## src/apbI2cPkg.sv

```systemverilog
/*
 * Shared definitions for the APB I2C master: bus and register vector types,
 * register offsets, command-word flag positions and the engine state type
 */
package apbI2cPkg;

	////////////////////////////////////////////////////////////////////
	// Vector types
	////////////////////////////////////////////////////////////////////

	// APB address and data words
	typedef logic [31:0] apbAddrT;
	typedef logic [31:0] apbDataT;

	// CONFIG holds the SCL half-period, TIMEOUT the receive-credit wait
	typedef logic [13:0] i2cRegT;

	// Data byte in the low bits, flags above it
	typedef logic [10:0] cmdWordT;

	// Byte captured from the bus during a read
	typedef logic [7:0] rxByteT;

	////////////////////////////////////////////////////////////////////
	// Register map and command fields
	////////////////////////////////////////////////////////////////////

	localparam apbAddrT ADDR_TX = 32'd0;
	localparam apbAddrT ADDR_RX = 32'd4;
	localparam apbAddrT ADDR_CONFIG = 32'd8;
	localparam apbAddrT ADDR_TIMEOUT = 32'd12;
	localparam apbAddrT ADDR_STATUS = 32'd16;

	// Flag positions inside cmdWordT
	localparam int CMD_START_BIT = 8;
	localparam int CMD_STOP_BIT = 9;
	localparam int CMD_READ_BIT = 10;

	// Byte engine states
	typedef enum logic [3:0] {
		IDLE,
		START,
		BIT_LOW,
		BIT_HIGH,
		ACK_LOW,
		ACK_HIGH,
		STOP_LOW,
		STOP_HIGH,
		WAIT_CREDIT
	} engineStateT;

endpackage

```

## src/apbI2c.sv

```systemverilog
`timescale 1ns/1ns

/*
 * APB I2C master top: register block, transmit and receive queues, byte engine
 */
module apbI2c #(
	parameter int FIFO_DEPTH = 4
) (
	input  logic PCLK,
	input  logic PRESETn,
	input  logic PSEL,
	input  logic PENABLE,
	input  logic PWRITE,
	input  apbI2cPkg::apbAddrT PADDR,
	input  apbI2cPkg::apbDataT PWDATA,
	output apbI2cPkg::apbDataT PRDATA,
	output logic PREADY,
	output logic PSLVERR,
	output logic intTx,
	output logic intRx,
	output logic scl,
	output logic sdaOut,
	input  logic sdaIn
);

	// Counters hold 0 to FIFO_DEPTH
	localparam int CNT_W = $clog2(FIFO_DEPTH + 1);

	// Transmit path
	logic txPush;
	apbI2cPkg::cmdWordT txWriteData;
	logic txCreditReturn;
	logic txValid;
	apbI2cPkg::cmdWordT txHeadWord;
	logic txPop;

	// Receive path
	logic rxPush;
	apbI2cPkg::rxByteT rxPushByte;
	logic rxPop;
	apbI2cPkg::rxByteT rxHeadByte;
	logic [CNT_W-1:0] rxLevel;
	logic rxCreditReturn;

	// Configuration and engine status
	apbI2cPkg::i2cRegT configReg;
	apbI2cPkg::i2cRegT timeoutReg;
	logic nackSeen;
	logic timeoutSeen;
	logic busy;

	apbRegs #(
		.FIFO_DEPTH(FIFO_DEPTH),
		.CNT_W(CNT_W)
	) regs (
		.PCLK(PCLK),
		.PRESETn(PRESETn),
		.PSEL(PSEL),
		.PENABLE(PENABLE),
		.PWRITE(PWRITE),
		.PADDR(PADDR),
		.PWDATA(PWDATA),
		.txCreditReturn(txCreditReturn),
		.rxHeadByte(rxHeadByte),
		.rxLevel(rxLevel),
		.nackSeen(nackSeen),
		.timeoutSeen(timeoutSeen),
		.busy(busy),
		.PRDATA(PRDATA),
		.PREADY(PREADY),
		.PSLVERR(PSLVERR),
		.txPush(txPush),
		.txWriteData(txWriteData),
		.rxPop(rxPop),
		.configReg(configReg),
		.timeoutReg(timeoutReg),
		.intTx(intTx),
		.intRx(intRx)
	);

	// Command words toward the engine, level tracked by the APB credits
	creditFifo #(
		.FIFO_DEPTH(FIFO_DEPTH),
		.CNT_W(CNT_W),
		.WIDTH($bits(apbI2cPkg::cmdWordT))
	) txFifo (
		.PCLK(PCLK),
		.PRESETn(PRESETn),
		.push(txPush),
		.pushData(txWriteData),
		.pop(txPop),
		.headData(txHeadWord),
		.valid(txValid),
		.level(),
		.creditReturn(txCreditReturn)
	);

	// Received bytes toward the APB side
	creditFifo #(
		.FIFO_DEPTH(FIFO_DEPTH),
		.CNT_W(CNT_W),
		.WIDTH($bits(apbI2cPkg::rxByteT))
	) rxFifo (
		.PCLK(PCLK),
		.PRESETn(PRESETn),
		.push(rxPush),
		.pushData(rxPushByte),
		.pop(rxPop),
		.headData(rxHeadByte),
		.valid(),
		.level(rxLevel),
		.creditReturn(rxCreditReturn)
	);

	i2cEngine #(
		.FIFO_DEPTH(FIFO_DEPTH),
		.CNT_W(CNT_W)
	) engine (
		.PCLK(PCLK),
		.PRESETn(PRESETn),
		.txValid(txValid),
		.txHeadWord(txHeadWord),
		.rxCreditReturn(rxCreditReturn),
		.configReg(configReg),
		.timeoutReg(timeoutReg),
		.sdaIn(sdaIn),
		.txPop(txPop),
		.rxPush(rxPush),
		.rxPushByte(rxPushByte),
		.nackSeen(nackSeen),
		.timeoutSeen(timeoutSeen),
		.busy(busy),
		.scl(scl),
		.sdaOut(sdaOut)
	);

endmodule

```

## src/apbRegs.sv

```systemverilog
`timescale 1ns/1ns

/*
 * APB slave: CONFIG and TIMEOUT registers, transmit credit counter,
 * sticky error bit, status readback, PSLVERR decode and interrupts
 */
module apbRegs #(
	parameter int FIFO_DEPTH = 4,
	parameter int CNT_W = 3
) (
	input  logic PCLK,
	input  logic PRESETn,
	input  logic PSEL,
	input  logic PENABLE,
	input  logic PWRITE,
	input  apbI2cPkg::apbAddrT PADDR,
	input  apbI2cPkg::apbDataT PWDATA,
	input  logic txCreditReturn,
	input  apbI2cPkg::rxByteT rxHeadByte,
	input  logic [CNT_W-1:0] rxLevel,
	input  logic nackSeen,
	input  logic timeoutSeen,
	input  logic busy,
	output apbI2cPkg::apbDataT PRDATA,
	output logic PREADY,
	output logic PSLVERR,
	output logic txPush,
	output apbI2cPkg::cmdWordT txWriteData,
	output logic rxPop,
	output apbI2cPkg::i2cRegT configReg,
	output apbI2cPkg::i2cRegT timeoutReg,
	output logic intTx,
	output logic intRx
);

	logic access;
	logic writeAccess;
	logic readAccess;
	logic isTx;
	logic isRx;
	logic isConfig;
	logic isTimeout;
	logic isStatus;
	logic mapped;
	logic [CNT_W-1:0] txCredits;
	logic errorFlag;
	apbI2cPkg::apbDataT statusWord;

	////////////////////////////////////////////////////////////////////
	// Access decode
	////////////////////////////////////////////////////////////////////

	// Access phase, always completed in the same cycle
	assign access = PSEL && PENABLE;
	assign writeAccess = access && PWRITE;
	assign readAccess = access && !PWRITE;
	assign PREADY = access;

	assign isTx = (PADDR == apbI2cPkg::ADDR_TX);
	assign isRx = (PADDR == apbI2cPkg::ADDR_RX);
	assign isConfig = (PADDR == apbI2cPkg::ADDR_CONFIG);
	assign isTimeout = (PADDR == apbI2cPkg::ADDR_TIMEOUT);
	assign isStatus = (PADDR == apbI2cPkg::ADDR_STATUS);
	assign mapped = isTx || isRx || isConfig || isTimeout || isStatus;

	// Rejects: no transmit credit, empty receive queue, RX written, bad offset
	assign PSLVERR = (writeAccess && isTx && (txCredits == '0))
		|| (readAccess && isRx && (rxLevel == '0))
		|| (writeAccess && isRx)
		|| (access && !mapped);

	// Queue strobes only fire on accepted accesses
	assign txPush = writeAccess && isTx && (txCredits != '0);
	assign txWriteData = PWDATA[$bits(apbI2cPkg::cmdWordT)-1:0];
	assign rxPop = readAccess && isRx && (rxLevel != '0);

	////////////////////////////////////////////////////////////////////
	// Registers
	////////////////////////////////////////////////////////////////////

	always_ff @(posedge PCLK)
	begin
		if (!PRESETn)
		begin
			configReg <= '0;
			timeoutReg <= '0;
		end
		else if (writeAccess && isConfig)
			configReg <= PWDATA[$bits(apbI2cPkg::i2cRegT)-1:0];
		else if (writeAccess && isTimeout)
			timeoutReg <= PWDATA[$bits(apbI2cPkg::i2cRegT)-1:0];
	end

	// One credit per free transmit slot
	always_ff @(posedge PCLK)
	begin
		if (!PRESETn)
			txCredits <= CNT_W'(FIFO_DEPTH);
		else if (txPush && !txCreditReturn)
			txCredits <= txCredits - 1'b1;
		else if (!txPush && txCreditReturn)
			txCredits <= txCredits + 1'b1;
	end

	// Sticky error, a new event wins over a clear in the same cycle
	always_ff @(posedge PCLK)
	begin
		if (!PRESETn)
			errorFlag <= 1'b0;
		else if (nackSeen || timeoutSeen)
			errorFlag <= 1'b1;
		else if (writeAccess && isStatus)
			errorFlag <= 1'b0;
	end

	////////////////////////////////////////////////////////////////////
	// Read data and interrupts
	////////////////////////////////////////////////////////////////////

	always_comb
	begin
		statusWord = '0;
		statusWord[0] = errorFlag;
		statusWord[1] = busy;
		statusWord[7:4] = 4'(txCredits);
		statusWord[11:8] = 4'(rxLevel);
	end

	// Read mux, zero outside a read access
	always_comb
	begin
		PRDATA = '0;
		if (readAccess)
		begin
			if (isRx && (rxLevel != '0))
				PRDATA = apbI2cPkg::apbDataT'(rxHeadByte);
			else if (isConfig)
				PRDATA = apbI2cPkg::apbDataT'(configReg);
			else if (isTimeout)
				PRDATA = apbI2cPkg::apbDataT'(timeoutReg);
			else if (isStatus)
				PRDATA = statusWord;
		end
	end

	// Transmit queue empty when every credit is home
	assign intTx = (txCredits == CNT_W'(FIFO_DEPTH));
	assign intRx = (rxLevel != '0);

endmodule

```

## src/creditFifo.sv

```systemverilog
`timescale 1ns/1ns

/*
 * Circular queue with a level counter and one credit pulse per pop
 */
module creditFifo #(
	parameter int FIFO_DEPTH = 4,
	parameter int CNT_W = 3,
	parameter int WIDTH = 8
) (
	input  logic PCLK,
	input  logic PRESETn,
	input  logic push,
	input  logic [WIDTH-1:0] pushData,
	input  logic pop,
	output logic [WIDTH-1:0] headData,
	output logic valid,
	output logic [CNT_W-1:0] level,
	output logic creditReturn
);

	// Pointer width, at least one bit for a single-entry queue
	localparam int PTR_W = (FIFO_DEPTH > 1) ? $clog2(FIFO_DEPTH) : 1;

	logic [WIDTH-1:0] mem [FIFO_DEPTH];
	logic [PTR_W-1:0] wrPtr;
	logic [PTR_W-1:0] rdPtr;

	// Advance a pointer and wrap at the last entry
	function automatic logic [PTR_W-1:0] nextPtr(input logic [PTR_W-1:0] ptr);
		if (ptr == PTR_W'(FIFO_DEPTH - 1))
			return '0;
		return ptr + 1'b1;
	endfunction

	// Storage array
	always_ff @(posedge PCLK)
	begin
		if (push)
			mem[wrPtr] <= pushData;
	end

	// Pointers, level and credit pulse
	// Credit holder upstream guarantees a free slot on every push
	always_ff @(posedge PCLK)
	begin
		if (!PRESETn)
		begin
			wrPtr <= '0;
			rdPtr <= '0;
			level <= '0;
			creditReturn <= 1'b0;
		end
		else
		begin
			if (push)
				wrPtr <= nextPtr(wrPtr);
			if (pop)
				rdPtr <= nextPtr(rdPtr);
			if (push && !pop)
				level <= level + 1'b1;
			else if (pop && !push)
				level <= level - 1'b1;
			// Freed slot goes back to the holder one cycle after the pop
			creditReturn <= pop;
		end
	end

	// Head entry is visible while the queue holds anything
	assign headData = mem[rdPtr];
	assign valid = (level != '0);

endmodule

```

## src/i2cEngine.sv

```systemverilog
`timescale 1ns/1ns

/*
 * I2C byte engine: start, data, ACK and stop sequencing on SCL and SDA,
 * command fetch from the transmit queue and receive credit tracking
 */
module i2cEngine #(
	parameter int FIFO_DEPTH = 4,
	parameter int CNT_W = 3
) (
	input  logic PCLK,
	input  logic PRESETn,
	input  logic txValid,
	input  apbI2cPkg::cmdWordT txHeadWord,
	input  logic rxCreditReturn,
	input  apbI2cPkg::i2cRegT configReg,
	input  apbI2cPkg::i2cRegT timeoutReg,
	input  logic sdaIn,
	output logic txPop,
	output logic rxPush,
	output apbI2cPkg::rxByteT rxPushByte,
	output logic nackSeen,
	output logic timeoutSeen,
	output logic busy,
	output logic scl,
	output logic sdaOut
);

	apbI2cPkg::engineStateT state;
	apbI2cPkg::i2cRegT halfCnt;
	apbI2cPkg::i2cRegT halfLen;
	apbI2cPkg::i2cRegT midPoint;
	apbI2cPkg::i2cRegT waitCnt;
	apbI2cPkg::cmdWordT cmdReg;
	apbI2cPkg::rxByteT shiftReg;
	logic [2:0] bitCnt;
	logic [CNT_W-1:0] rxCredits;
	logic startPhase;
	logic tick;
	logic atStart;
	logic atMid;
	logic isRead;
	logic isStop;
	logic creditReady;
	logic takeCredit;
	logic waitExpired;

	////////////////////////////////////////////////////////////////////
	// Half-period timing
	////////////////////////////////////////////////////////////////////

	// CONFIG of zero behaves as one
	assign halfLen = (configReg == '0) ? 14'd1 : configReg;
	assign midPoint = halfLen >> 1;
	// Last cycle of a half-period, also catches a CONFIG shrink mid-phase
	assign tick = (halfCnt >= halfLen - 1'b1);
	assign atStart = (halfCnt == '0);
	assign atMid = (halfCnt == midPoint);

	always_ff @(posedge PCLK)
	begin
		if (!PRESETn)
			halfCnt <= '0;
		else if ((state == apbI2cPkg::IDLE) || (state == apbI2cPkg::WAIT_CREDIT) || tick)
			halfCnt <= '0;
		else
			halfCnt <= halfCnt + 1'b1;
	end

	////////////////////////////////////////////////////////////////////
	// Command flags and receive credits
	////////////////////////////////////////////////////////////////////

	assign isRead = cmdReg[apbI2cPkg::CMD_READ_BIT];
	assign isStop = cmdReg[apbI2cPkg::CMD_STOP_BIT];
	assign creditReady = (rxCredits != '0);
	assign busy = (state != apbI2cPkg::IDLE);

	// Read byte handed over at the end of the ACK slot or once a credit arrives
	assign takeCredit = isRead && creditReady
		&& (((state == apbI2cPkg::ACK_HIGH) && tick) || (state == apbI2cPkg::WAIT_CREDIT));

	// TIMEOUT of zero waits forever
	assign waitExpired = (timeoutReg != '0) && (waitCnt == timeoutReg - 1'b1);

	// One credit per free receive slot
	always_ff @(posedge PCLK)
	begin
		if (!PRESETn)
			rxCredits <= CNT_W'(FIFO_DEPTH);
		else if (takeCredit && !rxCreditReturn)
			rxCredits <= rxCredits - 1'b1;
		else if (!takeCredit && rxCreditReturn)
			rxCredits <= rxCredits + 1'b1;
	end

	always_ff @(posedge PCLK)
	begin
		if (!PRESETn)
			waitCnt <= '0;
		else if (state == apbI2cPkg::WAIT_CREDIT)
			waitCnt <= waitCnt + 1'b1;
		else
			waitCnt <= '0;
	end

	// Command, shift register and outgoing byte
	// Shift register samples the bus on every bit, so writes just echo their data
	always_ff @(posedge PCLK)
	begin
		if ((state == apbI2cPkg::IDLE) && txValid)
		begin
			cmdReg <= txHeadWord;
			shiftReg <= txHeadWord[7:0];
		end
		else if ((state == apbI2cPkg::BIT_HIGH) && atMid)
			shiftReg <= {shiftReg[6:0], sdaIn};
		if (takeCredit)
			rxPushByte <= shiftReg;
	end

	////////////////////////////////////////////////////////////////////
	// Bus state machine
	////////////////////////////////////////////////////////////////////

	always_ff @(posedge PCLK)
	begin
		if (!PRESETn)
		begin
			state <= apbI2cPkg::IDLE;
			scl <= 1'b1;
			sdaOut <= 1'b1;
			startPhase <= 1'b0;
			bitCnt <= '0;
			txPop <= 1'b0;
			rxPush <= 1'b0;
			nackSeen <= 1'b0;
			timeoutSeen <= 1'b0;
		end
		else
		begin
			// Single-cycle strobes
			txPop <= 1'b0;
			nackSeen <= 1'b0;
			timeoutSeen <= 1'b0;
			rxPush <= takeCredit;
			case (state)
				apbI2cPkg::IDLE:
				begin
					if (txValid)
					begin
						txPop <= 1'b1;
						bitCnt <= '0;
						startPhase <= 1'b0;
						if (txHeadWord[apbI2cPkg::CMD_START_BIT])
							state <= apbI2cPkg::START;
						else
						begin
							// Continue the transfer, SCL goes low first
							scl <= 1'b0;
							state <= apbI2cPkg::BIT_LOW;
						end
					end
				end
				apbI2cPkg::START:
				begin
					// First half releases SDA and raises SCL
					// Second half pulls SDA low under a high SCL
					if (atStart)
						sdaOut <= startPhase ? 1'b0 : 1'b1;
					if (tick)
					begin
						scl <= !startPhase;
						startPhase <= !startPhase;
						if (startPhase)
							state <= apbI2cPkg::BIT_LOW;
					end
				end
				apbI2cPkg::BIT_LOW:
				begin
					// Data changes one cycle into the low phase
					if (atStart)
						sdaOut <= isRead ? 1'b1 : shiftReg[7];
					if (tick)
					begin
						scl <= 1'b1;
						state <= apbI2cPkg::BIT_HIGH;
					end
				end
				apbI2cPkg::BIT_HIGH:
				begin
					if (tick)
					begin
						scl <= 1'b0;
						bitCnt <= bitCnt + 1'b1;
						state <= (bitCnt == 3'd7) ? apbI2cPkg::ACK_LOW : apbI2cPkg::BIT_LOW;
					end
				end
				apbI2cPkg::ACK_LOW:
				begin
					// Master ACKs a read unless it is the last, releases after a write
					if (atStart)
						sdaOut <= isRead ? isStop : 1'b1;
					if (tick)
					begin
						scl <= 1'b1;
						state <= apbI2cPkg::ACK_HIGH;
					end
				end
				apbI2cPkg::ACK_HIGH:
				begin
					if (atMid && !isRead && sdaIn)
						nackSeen <= 1'b1;
					if (tick)
					begin
						scl <= 1'b0;
						if (isRead && !creditReady)
							state <= apbI2cPkg::WAIT_CREDIT;
						else if (isStop)
							state <= apbI2cPkg::STOP_LOW;
						else
							state <= apbI2cPkg::IDLE;
					end
				end
				apbI2cPkg::WAIT_CREDIT:
				begin
					// SCL stays low until a receive slot frees up
					if (creditReady)
						state <= isStop ? apbI2cPkg::STOP_LOW : apbI2cPkg::IDLE;
					else if (waitExpired)
					begin
						timeoutSeen <= 1'b1;
						state <= apbI2cPkg::STOP_LOW;
					end
				end
				apbI2cPkg::STOP_LOW:
				begin
					if (atStart)
						sdaOut <= 1'b0;
					if (tick)
					begin
						scl <= 1'b1;
						state <= apbI2cPkg::STOP_HIGH;
					end
				end
				apbI2cPkg::STOP_HIGH:
				begin
					// SDA rises under a high SCL to end the transfer
					if (tick)
					begin
						sdaOut <= 1'b1;
						state <= apbI2cPkg::IDLE;
					end
				end
				default:
					state <= apbI2cPkg::IDLE;
			endcase
		end
	end

endmodule

```

## config.mk

```make
export PLATFORM = sky130hd
export DESIGN_NAME = apbI2c
export DESIGN_NICKNAME = d
export VERILOG_FILES = /design/src/apbI2cPkg.sv /design/src/apbI2c.sv /design/src/apbRegs.sv /design/src/creditFifo.sv /design/src/i2cEngine.sv
export SDC_FILE = /design/constraint.sdc
export NUM_CORES = 1
export LEC_CHECK = 0
export ABC_CLOCK_PERIOD_IN_PS = 6600
export BUFFER_PORTS_ARGS = -buffer_cell sky130_fd_sc_hd__buf_2
export CAP_MARGIN = 0
export CORE_AREA = 2 2 209 211
export DETAILED_ROUTE_END_ITERATION = 10
export DIE_AREA = 0 0 211 213
export HOLD_SLACK_MARGIN = 0.15
export PLACE_DENSITY = 0.4
export SLEW_MARGIN = 15
export SYNTH_ARGS = -nofsm -noshare
export SYNTH_HDL_FRONTEND = slang
export SYNTH_SLANG_ARGS = --single-unit
```

## constraint.sdc

```tcl
create_clock -name PCLK -period 6.6 [get_ports PCLK]
set_clock_uncertainty 0.05 [all_clocks]
set_input_delay 1.32 -clock PCLK [delete_from_list [all_inputs] [get_ports PCLK]]
set_output_delay 1.32 -clock PCLK [all_outputs]
set_load 0.01 [all_outputs]
```

==> metrics list <==
* Clock Latency Late Sink: 0.45 ns
- The first global-routing pass estimated 39.0 mm of wire.
- Share of cell area taken by muxes after synthesis: 9.77%
- The cell area that synthesis handed to floorplanning was 9670 sq um.
* Hold Fails Final Rpt: 0
- Power consumption: 2.95 mW
- The post-route netlist has 14.7% of its cells at a drive strength greater than 1.
- Number of buffers on the longest clock path: 2
- Number of synthesized register bits: 191
- Summing all multi-input logic gate instances after layout gives 4530 sq um.
* Post-synthesis compound-gate area fraction: 7.65%
- Routed Wire Length: 24.8 mm
- Antenna-violating nets left: 0
- The total area inside the core boundary comes to 42700 sq um.
- For the pin with the worst max-slew slack, the measured transition is 1.09 ns.
- Post-Layout Inst Area: 11100 sq um
- Max rail drop VDD: 0.169 mV
* Fraction of power spent switching nets: 30.7%
- The die covers 44900 sq um.
* Final Net Count: 1069
- Setup CP Type: flip-flop to flip-flop
* # diodes: 0
- Sequential standard cell area: 4760 sq um
- Count of max-cap constraint violations: 0
- Remaining max-slew budget at the tightest pin: 27.0%
* Global route overflow: 0
- After legalization and detailed placement, the total HPWL measured 18.3 mm.
* Number of vias per cell after detailed routing: 4.43
- Summed over all nets, the switching power comes to 905 uW.
- The worst hold path begins at engine.shiftReg[6].
- Of the total synthesized cell area, the portion taken by full adders, half adders and majority gates is 5.36%.
- The initial utilization of the core area, before any placement, comes to 22.6%.
* Die outline height: 213 um
- Routability-driven placement finished with a final weighted congestion of 0.757.
- # clock sinks: 191
* Via count: 6726
- STA classifies the critical path startpoint as a flip-flop.
* Status: completed
* Placement Rows: 76
- In this run, the number of DRC markers left after iteration 0 of detailed routing was 384.
- Entering global routing, the biggest net connects 59 pins.
- For the finished layout, the period the worst path requires is 5.79 ns.
* Boundary Pins: 108
- Global routing usage summed across all routing layers: 11.5%
- Post-synthesis xor/xnor area fraction: 5.94%
* Post-Synthesis Cells: 909
* Setup Buffers After CTS: 0
- After detailed placement, the total cell area comes to 10500 sq um.
* H-tree depth: 4
- Final setup violation count: 0
- Synth Flop Type: sky130_fd_sc_hd__dfxtp_1
* Area growth from synthesis to final layout: 14.7%
* Crit-path slowest cell: sky130_fd_sc_hd__nor4b_1
- The internal portion of the total power is 2.05 mW.
- CTS tree: built
- The via count of the first global-routing pass came to 6632.
- Main combinational cell family by area after synthesis: simple AND/OR/NAND/NOR gates
- Register-to-register setup slack: 0.81 ns
- OpenSTA, run right after detailed placement, puts the worst setup slack at 0.810 ns.
* Fillers: 4495
* Syn. warnings: 0
* Hold Path Cell Cnt: 0
- Arrival @ worst endpoint: 6.12 ns
- Final TNS setup: 0 ns
- Reg-to-reg critical path endpoint: engine.rxCredits[2]
* Number of synthesized flops with an enable pin: 94
- In this run the static leakage power is 4.00 nW.
- Of the total power, the clock network draws 34.7%.
- CP most frequent cell: sky130_fd_sc_hd__ha_1
- Worst hold endpoint: engine.rxPushByte[6]
* DRC errors left: 0
- Buffers placed on the I/O ports in this run total 71.
- Dividing the synthesized area by the synthesized cell count gives 10.6 sq um.
* Number of antenna violations at the first check in global routing: 0
* Post-synthesis simple-gate area fraction: 17.3%
- In this run, flip-flops and latches consume 48.3% of the power.
- Measured on the finished design, the core utilization comes to 26.0%.
- RSZ-0062 raised after global routing: no
- The die is 211 um wide.
* Worst reg2reg path startpoint: regs.configReg[4]
- The worst path uses 87.8% of the clock period.
- Traced cell by cell, the critical path runs through or4_1 > nor4b_1 > a31oi_1 > ha_1 > nand2_1 > nor4_1 > xnor2_1 > ha_1 > and4_1 > o211ai_1 > a41o_1 > and2_1 > o21ai_0 > and3_1 > buf_4 > ha_1 > inv_1 > fa_1 > xor2_1 > or3_1 > nand3_1.
- Worst hold path type: flip-flop to flip-flop
- In this run, CTS created clock tree buffers numbering 17.
* Portion of total power attributed to combinational logic: 17.0%
- The number of hold buffers added after CTS was 0.
- In this design, the largest share of critical-path delay is due to simple AND/OR/NAND/NOR gates.
* Root Buffer Master: sky130_fd_sc_hd__clkbuf_16
* Required arrival time at the worst endpoint: 6.93 ns
- CP max stage delay: 0.64 ns
- Least setup slack across all paths after layout: 0.808 ns
- Synthesis instantiated 71 different standard cells from the library.
- Crit. End Element: flip-flop
- Pins Over Slew Limit: 0
- Timing would allow up to 0.173 GHz.
- Total power divided by cell area: 266 nW/um^2
- Counting cells, the worst reg-to-reg path comes to 21.
- Sequential cells were found to cover 49.3% of the synthesized design area.
- Detailed-route wire length per cell: 16.3 um
* TritonRoute pass-1 iters: 5
* Clock-pin slew on the worst setup and hold paths: 0.08 ns
- Along the worst path, the maximum fanout reaches 10.
* Buf/Inv on CP: 2
* Proportion of register bits with asynchronous set or reset after synthesis: 0%
- Gates resized during post-CTS repair numbered 0.
## worst register-to-register path, cell delays in order (launching register included)
cell and delay (ns):
sky130_fd_sc_hd__dfxtp_1 0.41, sky130_fd_sc_hd__or4_1 0.63, sky130_fd_sc_hd__nor4b_1 0.64, sky130_fd_sc_hd__a31oi_1 0.25, sky130_fd_sc_hd__ha_1 0.26, sky130_fd_sc_hd__nand2_1 0.15
sky130_fd_sc_hd__nor4_1 0.08, sky130_fd_sc_hd__xnor2_1 0.16, sky130_fd_sc_hd__ha_1 0.30, sky130_fd_sc_hd__and4_1 0.24, sky130_fd_sc_hd__o211ai_1 0.12, sky130_fd_sc_hd__a41o_1 0.31
sky130_fd_sc_hd__and2_1 0.30, sky130_fd_sc_hd__o21ai_0 0.25, sky130_fd_sc_hd__and3_1 0.18, sky130_fd_sc_hd__buf_4 0.18, sky130_fd_sc_hd__ha_1 0.20, sky130_fd_sc_hd__inv_1 0.07
sky130_fd_sc_hd__fa_1 0.43, sky130_fd_sc_hd__xor2_1 0.16, sky130_fd_sc_hd__or3_1 0.31, sky130_fd_sc_hd__nand3_1 0.08
## metal layers
layer | part of all wire [%] | global-route usage (%) | vias to the layer above | wire length, um
li1 | - | - | 3355 | -
met3 | 3.7 | 2.47 | 15 | 914
met1 | 51 | 15.9 | 3229 | 12600
met4 | 0.99 | 3.01 | 0 | 245
met2 | 44 | 18.0 | 127 | 11000
met5 | 0 | 0 | - | 0
## layout make-up
class / count / area share [%]
Multi-Input combinational cell: 636 / 40.8
Timing Repair Buffer: 76 / 3.54
Sequential cell: 191 / 43.0
Clock buffer: 18 / 3.87
Tap cell: 546 / 6.16
Inverter: 38 / 1.29
Clock inverter: 14 / 1.35
## power groups by stage
stage               clock network (mW)  logic (mW)  registers (mW)
finish                            1.02       0.503            1.43
global route                      1.11       0.567            1.44
CTS                               1.06       0.514            1.43
detailed placement                   0       0.511            1.46
global placement                     0       0.510            1.45
floorplan                            0       0.398            1.41
## cell usage in the layout, fill, tap and decap left out, types with 5 or more instances in the layout
cell | Yosys | layout
sky130_fd_sc_hd__ha_1 | 35 | 35
sky130_fd_sc_hd__buf_2 | 1 | 71
sky130_fd_sc_hd__mux2_2 | 5 | 5
sky130_fd_sc_hd__buf_4 | 18 | 5
sky130_fd_sc_hd__nor3_1 | 21 | 21
sky130_fd_sc_hd__nand2b_1 | 13 | 13
sky130_fd_sc_hd__nand2_1 | 57 | 57
sky130_fd_sc_hd__and2_1 | 12 | 12
sky130_fd_sc_hd__nor2_1 | 118 | 118
sky130_fd_sc_hd__nand4_1 | 14 | 14
sky130_fd_sc_hd__xor2_1 | 34 | 34
sky130_fd_sc_hd__or3_1 | 21 | 21
sky130_fd_sc_hd__clkbuf_16 | 0 | 17
sky130_fd_sc_hd__a21oi_1 | 41 | 41
sky130_fd_sc_hd__inv_1 | 37 | 36
sky130_fd_sc_hd__o21ai_0 | 21 | 21
sky130_fd_sc_hd__and3_1 | 5 | 5
sky130_fd_sc_hd__and4_1 | 8 | 8
sky130_fd_sc_hd__mux2i_1 | 46 | 46
sky130_fd_sc_hd__dfxtp_1 | 97 | 97
sky130_fd_sc_hd__edfxtp_1 | 94 | 94
sky130_fd_sc_hd__nand3_1 | 23 | 23
sky130_fd_sc_hd__o211ai_1 | 7 | 7
sky130_fd_sc_hd__mux4_2 | 19 | 19
sky130_fd_sc_hd__nor4_1 | 20 | 19
sky130_fd_sc_hd__xnor2_1 | 29 | 29
sky130_fd_sc_hd__conb_1 | 1 | 18
## sequential cells by signal (all words and copies together) (netlist names), 3 cells and up, named ones only
register	flops
engine.bitCnt	3
engine.halfCnt	14
engine.rxCredits	3
engine.rxPushByte	8
engine.shiftReg	8
engine.state	4
engine.waitCnt	14
regs.configReg	14
regs.timeoutReg	14
regs.txCredits	3
rxFifo.level	3
rxFifo.mem	32
txFifo.level	3
txFifo.mem	44
## worst max path at each step
stage	startpoint	to	slack (ns)	cells past startpoint
after CTS	regs.configReg[4]	engine.rxCredits[2]	0.77	21
after global placement	regs.configReg[4]	engine.rxCredits[2]	0.93	21
after floorplan	regs.configReg[4]	engine.rxCredits[2]	1.42	22
after detailed placement	regs.configReg[4]	engine.rxCredits[2]	0.81	21
after global routing	regs.configReg[4]	engine.rxCredits[2]	0.33	21
final	regs.configReg[4]	engine.rxCredits[2]	0.81	21
## synthesized netlist by cell type (all sizes together) (2+ instances only)
cell type / instances / area (sq um)
buf: 27 / 178
o211ai: 7 / 52.6
nand2: 57 / 214
o211a: 2 / 20.0
and3: 5 / 31.3
a21oi: 41 / 205
or2: 2 / 12.5
mux4: 19 / 428
dfxtp: 97 / 1940
nand3b: 2 / 15.0
o21a: 3 / 22.5
o2bb2ai: 2 / 17.5
mux2i: 46 / 460
nor4: 20 / 125
inv: 37 / 139
a211oi: 2 / 15.0
clkbuf: 34 / 128
nor3: 21 / 105
a31oi: 3 / 18.8
nand2b: 13 / 81.3
a222oi: 4 / 40.0
a211o: 3 / 26.3
a21o: 2 / 15.0
nor4b: 4 / 35.0
fa: 4 / 80.1
edfxtp: 94 / 2820
or3: 22 / 143
nand4: 14 / 87.6
or4: 4 / 37.5
and4: 8 / 70.1
and2: 12 / 75.1
nor2b: 3 / 18.8
o311ai: 3 / 41.3
nand3: 23 / 115
ha: 35 / 438
mux2: 5 / 56.3
o21ai: 23 / 115
xnor2: 29 / 254
nor2: 118 / 443
xor2: 34 / 298
nor3b: 3 / 27.5
## kinds of logic (layout without fill, tap and decap cells)
family | count (synthesis) | count (layout)
and+or+nand+nor | 335 | 335
DFF | 191 | 191
AOI/OAI and AO/OA | 110 | 110
buffers and inverters | 99 | 146
muxes | 70 | 70
xor gates and xnor gates | 64 | 64
adders and majority gates | 39 | 39
other | 1 | 18
## metrics by stage
| stage | std cells | hold slack (ns) |
|---|---|---|
| 6_report | 1519 | 0.409 |
| 3_5_place_dp | 1487 | 0.390 |
| 2_1_floorplan | 926 | 0.367 |
| 4_1_cts | 1519 | 0.413 |
| 5_1_grt | 1519 | 0.432 |
| 3_3_place_gp | 1487 | 0.380 |
No activity file was read; power rests on OpenSTA's default activity.
